--- src/hw/triadCore_settings.svh ---
`ifndef TRIADCORE_SETTINGS_SVH
`define TRIADCORE_SETTINGS_SVH

// Address of the first fetched instruction
`define RESET_VECTOR 32'h0000_0000

// Instruction register contents before the first fetch
`define INSN_NOOP 32'h0000_0000

// Word address width of the unified memory, 1024 words
`define MEM_ADDR_BITS 10

// All-ones word is illegal and stops the core
`define INSN_HALT 32'hffff_ffff

`endif

--- src/hw/triadPkg.sv ---
package triadPkg;

    typedef logic [31:0] word_t;    // Machine word
    typedef logic [3:0] regIndex_t; // Register number

    // Operation codes, instruction bits 15:12
    typedef enum logic [3:0] {
        opOr    = 4'h0,
        opAnd   = 4'h1,
        opAdd   = 4'h2,
        opMul   = 4'h3,
        opRes4  = 4'h4,  // Reserved
        opShl   = 4'h5,
        opLt    = 4'h6,
        opEq    = 4'h7,
        opGt    = 4'h8,
        opAndn  = 4'h9,
        opXor   = 4'ha,
        opSub   = 4'hb,
        opXnor  = 4'hc,
        opShr   = 4'hd,
        opNe    = 4'he,
        opRes15 = 4'hf   // Reserved
    } aluOp_t;

    // Start-up states, then the seven-cycle instruction rhythm
    typedef enum logic [3:0] {
        stInit0,
        stInit1,
        stInit2,
        stInit3,
        stFetchWait,
        stDecode,
        stExecute,
        stAccess,
        stCapture,
        stRedirect,
        stCommit,
        stHalted
    } seqState_t;

endpackage

--- src/hw/registerFile.sv ---
module registerFile
    import triadPkg::*;
(
    input  logic      clk,
    input  logic      writeEnable,
    input  regIndex_t indexX,
    input  regIndex_t indexY,
    input  regIndex_t indexZ,
    input  word_t     writeData,
    input  word_t     nextPc,
    output word_t     valueX,
    output word_t     valueY,
    output word_t     valueZ
);

    word_t regArray [1:14]; // Registers 0 and 15 are not stored

    function automatic word_t readPort(input regIndex_t index);
        word_t value;
        if (index == 4'd0)
            value = '0;
        else if (index == 4'd15)
            value = nextPc;          // Program counter view
        else
            value = regArray[index];
        return value;
    endfunction

    assign valueX = readPort(indexX);
    assign valueY = readPort(indexY);
    assign valueZ = readPort(indexZ);

    always_ff @(posedge clk) begin
        if (writeEnable && indexZ != 4'd0 && indexZ != 4'd15)
            regArray[indexZ] <= writeData;
    end

    // Branches never reach the array, the sequencer redirects the fetch instead
    branchNotWritten: assert property (@(posedge clk) writeEnable |-> indexZ != 4'd15);

endmodule

--- src/hw/instructionDecoder.sv ---
`include "triadCore_settings.svh"

module instructionDecoder
    import triadPkg::*;
(
    input  word_t     insn,
    output regIndex_t indexZ,
    output regIndex_t indexX,
    output regIndex_t indexY,
    output aluOp_t    op,
    output word_t     immediate,
    output logic      swap,
    output logic      storing,
    output logic      deref,
    output logic      illegal,
    output logic      branch
);

    logic [11:0] shortImm;

    assign swap     = insn[30];
    assign storing  = insn[29];
    assign deref    = insn[28];
    assign indexZ   = insn[27:24];
    assign indexX   = insn[23:20];
    assign indexY   = insn[19:16];
    assign op       = aluOp_t'(insn[15:12]);
    assign shortImm = insn[11:0];

    assign immediate = {{20{shortImm[11]}}, shortImm}; // Sign extend

    assign illegal = insn == `INSN_HALT;
    assign branch  = indexZ == 4'd15 && !storing;   // Write to PC

endmodule

--- src/hw/arithmeticUnit.sv ---
module arithmeticUnit
    import triadPkg::*;
(
    input  logic   clk,
    input  logic   enable,
    input  aluOp_t op,
    input  logic   swap,
    input  word_t  valueX,
    input  word_t  valueY,
    input  word_t  immediate,
    output word_t  result
);

    word_t operand;
    word_t addend;
    word_t opResult;

    // Swap exchanges the roles of Y and the immediate
    assign operand = swap ? immediate : valueY;
    assign addend  = swap ? valueY : immediate;

    always_comb begin
        case (op)
            opOr:    opResult = valueX | operand;
            opAnd:   opResult = valueX & operand;
            opAdd:   opResult = valueX + operand;
            opMul:   opResult = valueX * operand;
            opShl:   opResult = valueX << operand;
            opLt:    opResult = {32{$signed(valueX) < $signed(operand)}};
            opEq:    opResult = {32{valueX == operand}};
            opGt:    opResult = {32{$signed(valueX) > $signed(operand)}};
            opAndn:  opResult = valueX & ~operand;
            opXor:   opResult = valueX ^ operand;
            opSub:   opResult = valueX - operand;
            opXnor:  opResult = valueX ^~ operand;
            opShr:   opResult = valueX >> operand;   // Logical
            opNe:    opResult = {32{valueX != operand}};
            default: opResult = '0;                  // Reserved codes
        endcase
    end

    always_ff @(posedge clk) begin
        if (enable)
            result <= opResult + addend;
    end

endmodule

--- src/hw/coreSequencer.sv ---
`include "triadCore_settings.svh"

module coreSequencer
    import triadPkg::*;
(
    input  logic  clk,
    input  logic  reset_n,
    input  logic  hold,
    output logic  loadReady,
    output logic  halted,
    output word_t fetchAddr,
    input  word_t fetchData,
    output word_t dataAddr,
    output logic  dataStrobe,
    output logic  dataWrite,
    output word_t dataWriteData,
    input  word_t dataReadData
);

    seqState_t state;
    logic      haltLatch;
    word_t     insn;
    word_t     nextPc;
    word_t     loadData;

    regIndex_t indexX;
    regIndex_t indexY;
    regIndex_t indexZ;
    aluOp_t    op;
    word_t     immediate;
    logic      swap;
    logic      storing;
    logic      deref;
    logic      illegal;
    logic      branch;

    word_t valueX;
    word_t valueY;
    word_t valueZ;
    word_t result;
    word_t rhs;
    logic  loading;
    logic  execEnable;
    logic  writeEnable;

    always_ff @(posedge clk) begin
        if (!reset_n) begin
            state     <= stInit0;
            haltLatch <= 1'b0;
        end else begin
            case (state)
                stInit0:     state <= hold ? stInit0 : stInit1;
                stInit1:     state <= stInit2;
                stInit2:     state <= stInit3;
                stInit3:     state <= stFetchWait;
                stFetchWait: state <= hold ? stFetchWait : stDecode;
                stDecode: begin
                    if (illegal) begin
                        state     <= stHalted;  // Stays until reset
                        haltLatch <= 1'b1;
                    end else begin
                        state <= stExecute;
                    end
                end
                stExecute:   state <= stAccess;
                stAccess:    state <= stCapture;
                stCapture:   state <= stRedirect;
                stRedirect:  state <= stCommit;
                stCommit:    state <= stFetchWait;
                stHalted:    state <= stHalted;
                default:     state <= stInit0;
            endcase
        end
    end

    always_ff @(posedge clk) begin
        case (state)
            stInit0: begin
                fetchAddr <= `RESET_VECTOR;
                insn      <= `INSN_NOOP;
                nextPc    <= `RESET_VECTOR + 32'd1;
            end
            stFetchWait: insn      <= fetchData;               // Memory read is ready here
            stCapture:   loadData  <= dataReadData;
            stRedirect:  fetchAddr <= branch ? rhs : nextPc;
            stCommit:    nextPc    <= fetchAddr + 32'd1;
            default: ;
        endcase
    end

    assign halted    = haltLatch;
    assign loadReady = hold && (state == stInit0 || state == stFetchWait);

    instructionDecoder i_instructionDecoder (
        .insn      (insn),
        .indexZ    (indexZ),
        .indexX    (indexX),
        .indexY    (indexY),
        .op        (op),
        .immediate (immediate),
        .swap      (swap),
        .storing   (storing),
        .deref     (deref),
        .illegal   (illegal),
        .branch    (branch)
    );

    assign execEnable = state == stExecute;

    arithmeticUnit i_arithmeticUnit (
        .clk       (clk),
        .enable    (execEnable),
        .op        (op),
        .swap      (swap),
        .valueX    (valueX),
        .valueY    (valueY),
        .immediate (immediate),
        .result    (result)
    );

    // Deref turns the result into an address
    assign loading       = deref && !storing;
    assign dataStrobe    = state == stAccess && (loading || storing);
    assign dataWrite     = dataStrobe && storing;
    assign dataAddr      = deref ? result : valueZ;
    assign dataWriteData = deref ? valueZ : result;
    assign rhs           = deref ? loadData : result;

    // A branch only redirects the fetch
    assign writeEnable = state == stCommit && !storing && !branch;

    registerFile i_registerFile (
        .clk         (clk),
        .writeEnable (writeEnable),
        .indexX      (indexX),
        .indexY      (indexY),
        .indexZ      (indexZ),
        .writeData   (rhs),
        .nextPc      (nextPc),
        .valueX      (valueX),
        .valueY      (valueY),
        .valueZ      (valueZ)
    );

endmodule

--- config.mk ---
export PLATFORM = sky130hd
export DESIGN_NAME = coreSequencer
export DESIGN_NICKNAME = d
export VERILOG_FILES = /design/src/hw/triadPkg.sv /design/src/hw/registerFile.sv /design/src/hw/instructionDecoder.sv /design/src/hw/arithmeticUnit.sv /design/src/hw/coreSequencer.sv
export VERILOG_INCLUDE_DIRS = /design/src /design/src/hw
export SDC_FILE = /design/constraint.sdc
export NUM_CORES = 2
export LEC_CHECK = 0
export BUFFER_PORTS_ARGS = -buffer_cell sky130_fd_sc_hd__buf_2
export CAP_MARGIN = 10
export CORE_MARGIN = 2
export CORE_UTILIZATION = 35
export CTS_CLUSTER_DIAMETER = 30
export CTS_CLUSTER_SIZE = 30
export DETAILED_ROUTE_END_ITERATION = 7
export PLACE_DENSITY = 0.49
export SYNTH_ARGS = -nofsm -noshare
export SYNTH_HDL_FRONTEND = slang
export SYNTH_HIERARCHICAL = 1
export SYNTH_SLANG_ARGS = --single-unit
--- constraint.sdc ---
create_clock -name clk -period 15.6 [get_ports clk]
set_input_delay 0.78 -clock clk [delete_from_list [all_inputs] [get_ports clk]]
set_output_delay 0.78 -clock clk [all_outputs]
set_load 0.05 [all_outputs]
* Word level (Yosys, flattened, before mapping) *
Memory sizes are Yosys's and may differ from the RTL's. A register that Yosys moved wholly into a read port is not among the register bits.
Cells that the tools add are included.
Widths: inputs -> output; s select.

word-level totals
  register bits after elaboration = 165
  bits in writable memories = 448
  input bits = 67
  output and inout port bits = 100
  memories = 1

operators by class
  add/subtract/negate cells = 4
  multipliers = 1
  $lt $le $gt $ge = 2
  eq/ne operators = 31
  shifts and indexed selects = 2
  muxes and demuxes = 25
  bitwise logic cells = 6
  reductions and logical operators = 24

memories
  memory                   depth  bits a word  read ports  clocked after Yosys merged registers in  write ports  RTL line            RTL
  i_registerFile.regArray  14     32           3           3                                        1            registerFile.sv:16  word_t regArray [1:14];

operators by type and width
  kind                   number
  $pmux 32 s14           1
  $mux 32                12
  $pmux 32 s2            3
  $add 32x32->32         2
  $and 32x32->32         2
  $eq 4x4->1 const B     14
  $pmux 4 s11            1
  $add 32x1->32 const B  1
  $eq 32x32->1           1
  $eq 32x32->1 const B   1
  $gt 32x32->1           1
  $lt 32x32->1           1
  $mul 32x32->32         1
  $ne 32x32->1           1
  $not 32->32            1
  $or 32x32->32          1
  $shl 32x32->32         1
  $shr 32x32->32         1
  $sub 32x32->32         1
  $xnor 32x32->32        1
  $xor 32x32->32         1
  $eq 4x3->1 const B     7
  $logic_not 4->1        5
  $eq 4x2->1 const B     4
  other kinds (11)       30

* Longest topological paths before layout *
  word-level depth = 8
  mapped depth = 52
  depth with buffers taken out = 43

* Hierarchy *
Netlist, hierarchy kept.

by module, submodules not included
  module              instances  cells an instance  area each (um2)  sequential area each (um2)
  arithmeticUnit      1          3458               26734.4          960.9
  registerFile        1          2075               26070.0          13452.9
  coreSequencer       1          629                6757.7           3943.8
  instructionDecoder  1          63                 455.4            0.0

* Worst setup path before layout *
Ideal clock, no wire load.

  path kind = reg-to-reg
  start = register insn[16]
  end = register i_arithmeticUnit.result[30], data pin
  setup time = 0.258 ns
  arrival time = 10.648 ns
  data required time = 15.342 ns
  path slack = 4.694 ns
  cell stages (with the launch flop) = 49
  buffers on the path = 9
  clock period less this slack = 10.906 ns
  cell sequence = edfxtp_1 -> buf_4 -> buf_2 -> buf_4 -> nor3_1 -> nand2b_1 -> clkbuf_1 -> o221ai_1 -> o21ai_0 -> mux2i_1 -> clkbuf_1 -> clkbuf_1 -> clkbuf_1 -> buf_1 -> clkbuf_1 -> nor2_1 -> fa_1 -> inv_1 -> (+13 left out) -> o21bai_1 -> a21oi_1 -> xnor2_1 -> a21oi_1 -> o21ai_0 -> ha_1 -> a21oi_1 -> nor2b_1 -> o21ai_0 -> nand2b_1 -> nand2_1 -> nand2_1 -> a21o_1 -> a32oi_1 -> a21oi_1 -> a31o_2 -> a21oi_1 -> xnor2_1

between the ends
  cells in the longest elaborated chain, start to end = 8

ends and longest elaborated chain
  element                                                                 RTL line              RTL
  from (decl)                                                             coreSequencer.sv:22   word_t insn;
  from (signal assigned)                                                  coreSequencer.sv:80   insn <= `INSN_NOOP;
  from (signal assigned)                                                  coreSequencer.sv:83   stFetchWait: insn <= fetchData;
  $eq 4x4->1                                                              registerFile.sv:22    else if (index == 4'd15)
  $mux 32                                                                 registerFile.sv:22
  $mux 32 *                                                               registerFile.sv:20    if (index == 4'd0)
  via valueY[2]                                                           coreSequencer.sv:38   word_t valueY;
  parallel branches: the longest is 4 deep, another holds $mul 32x32->32  -
  $add 32x32->32 *                                                        arithmeticUnit.sv:44  result <= opResult + addend;
  to (signal assigned)                                                    arithmeticUnit.sv:44
  to (decl)                                                               arithmeticUnit.sv:11  output word_t result

Mark *: on every way through the listed nets, which the timed path passes.
A chain may end at the register's enable or synchronous reset.

* Worst setup path in the final report *
  start = register insn[19]
  end = register i_arithmeticUnit.result[30], data pin

Same word-level chain as after synthesis.

==> metrics.txt <==
Post-Syn Instances between 6000 and 7000; Root Buffer clkbuf_16; Yosys cell types 90; TritonCTS buffer count roughly 110; input/output buffers roughly 170; GRT Residual Overflow 0; R2R Path End i_arithmeticUnit/result[30]; Crit path top cell by count fa_1; WL/cell 33.3 microns; final hold viol count 0; Core ar. ~170000 sq um; setup bufs post-CTS 0; Worst Setup Path Type flip-flop to flip-flop; final max-slew violation count 0; vias in the first global route 52500; Seq cells post-synth ~610; CP top delay family adder cells; chip height 418 microns; slowest stage delay, CP about 0.90 ns; Syn Nets about 7000; drt first-iter violations between 6000 and 7000; most common cell after layout, fill and taps aside nand2_1; R2R Setup Slk 2.26 ns; post-layout min period around 13 ns; Final ANT Viol Nets 0; aggregate global-route resource usage 31.7%; startpoint types flip-flop; Worst Setup SP insn[19]; EDFF count, synth slightly above 600; Worst EP required roughly 16 ns; Syn Area/Cell between 9 and 10 sq um; outcome finished, final reports clean; CP max-delay cell mux2_2; final cycle utilization of the critical path between 80% and 90%; Worst path depth 40; Clk Latency, worst-skew pair roughly 0.74 ns; WL final 283000 microns; CTS Sinks 613; most frequent cells in the layout 637 x nand2_1, 608 x edfxtp_1, 585 x nor2_1; Max Cap Violations 0; worst min path class primary input to flip-flop; mapped cell area 60000 sq um; CTS tree done; vias approximately 53000; Top FF cell, synth edfxtp_1; Detail Placement HPWL 196000 microns; DRC Markers 0; crit path max fanout 45; RePlAce Congestion a little over 1; worst path bufs/invs 7; first-pass GRT wire length 397000 microns; Reg clk slew, reported paths approximately 0.06 ns; Hold Buf Count CTS 0; Worst-Margin Slew 1.29 ns; die area about 170000 sq um; Area Growth Syn to Fin 11.8%; worst reg2reg startpoint insn[19]; Max clock buf depth 3; largest net degree at the start of global routing ~130; fmax 0.0750 GHz; Core Util, Final between 30 and 40%; H-Tree Depth 3; Max Clock Skew a little under 0.07 ns; initial core utilization 35.3%; yosys warns 6; CP endpoint kind flip-flop; Horiz. Die Dim ~420 microns; number of I/O pins roughly 170; critical path arrival roughly 14 ns; fraction of registers with async set/reset 0%; final net count approximately 6900; # setup viols final 0; # resized after CTS 0; Post-Route Setup TNS 0 ns; share of post-route cells with drive strength above 1 between 10% and 20%; vias per cell 6.22; R2R depth 40; Slew headroom about an eighth; DR pass1 iterations 8; initial antenna violation count 12; row count 151; RSZ-0062 raised after global routing no; HP Start dataReadData[18]; sequential fraction of the synthesis area 30.6%; Worst setup endpoint i_arithmeticUnit/result[30]
-- through the flow --
| stage | instance area, sq um | cells | hold WS, ns | setup slack (ns) |
|---|---|---|---|---|
| 3_3_place_gp | 63100 | 8275 | 0.450 | 2.59 |
| 2_1_floorplan | 60000 | 6225 | 0.547 | 4.69 |
| 6_report | 67100 | 8498 | 0.206 | 2.26 |
| 3_5_place_dp | 63200 | 8277 | 0.453 | 2.50 |
| 4_1_cts | 67100 | 8493 | 0.179 | 2.45 |
| 5_1_grt | 67100 | 8495 | 0.200 | 1.83 |
-- worst reg2reg max path: cells and delay by family, from the launching register on --
kind / cells / cell delay, ns
adders and majority gates: 10 / 4.40
DFF: 1 / 0.53
muxes: 1 / 0.90
and+or+nand+nor: 9 / 1.99
xor gates and xnor gates: 2 / 0.35
buffers and inverters: 7 / 2.19
AOI/OAI and AO/OA: 11 / 2.75
-- kinds of logic (layout without fill, tap and decap cells) --
group                    Yosys count  in the layout  share of synthesized area, %
AO/OA/AOI/OAI                   1406           1406                          15.3
XOR/XNOR                         175            175                          2.55
adder cells (fa/ha/maj)          661            661                          18.9
buffers and inverters           1034           1085                          7.24
flip-flops                       613            613                          30.6
multiplexers                     641            641                          13.0
other                              0              4                             0
AND/OR/NAND/NOR                 1695           1695                          12.5
-- final cells by class --
type                    instances  area [sq um]
inverters                     522          1960
clock inverters                93          1060
multi-input cells            4578         37700
repair buffers                347          2340
well taps                    2218          2780
diodes                          4          10.0
flip-flops and latches        613         18400
fillers                     16900        103000
clock buffers                 123          2890
-- how the worst min path moves through the flow --
stage	endpoint	slack, ns	cells after the start
2_1_floorplan	state[0]	0.55	3
3_3_place_gp	halted	0.45	1
3_5_place_dp	halted	0.45	1
4_1_cts	loadData[18]	0.18	1
5_1_grt	loadData[18]	0.20	1
6_report	loadData[18]	0.21	1
-- metal layers --
layer / global-route usage [%] / wire length [microns] / vias up
li1: - / - / 22200
met2: 50.9 / 129000 / 3082
met1: 40.6 / 111000 / 26800
met5: 0 / 28 / -
met3: 5.36 / 24600 / 751
met4: 17.8 / 19000 / 4
-- cell usage after synthesis (80+ instances only) --
| cell type | n | area share [%] |
|---|---|---|
| nor2_1 | 600 | 3.8 |
| a21oi_1 | 286 | 2.4 |
| edfxtp_1 | 608 | 30 |
| mux4_2 | 96 | 3.6 |
| mux2_2 | 104 | 2.0 |
| clkbuf_1 | 304 | 1.9 |
| o21ai_0 | 396 | 3.3 |
| o211ai_1 | 80 | 1.0 |
| fa_1 | 411 | 14 |
| ha_1 | 250 | 5.2 |
| mux2i_1 | 437 | 7.3 |
| inv_1 | 508 | 3.2 |
| nand2b_1 | 81 | 0.84 |
| o221ai_1 | 122 | 1.8 |
| nand2_1 | 638 | 4.0 |
| xnor2_1 | 134 | 2.0 |
-- sequential cells by signal (all words and copies together), names as in the netlist --
name                     count
insn                        32
nextPc                      32
i_arithmeticUnit/result     32
loadData                    32
halted                       1
i_registerFile/regArray    448
state                        4
fetchAddr                   32
Power is left out: the tool's default activity adds up to more than one toggle a clock period on the data nets, which glitch-free logic cannot reach.
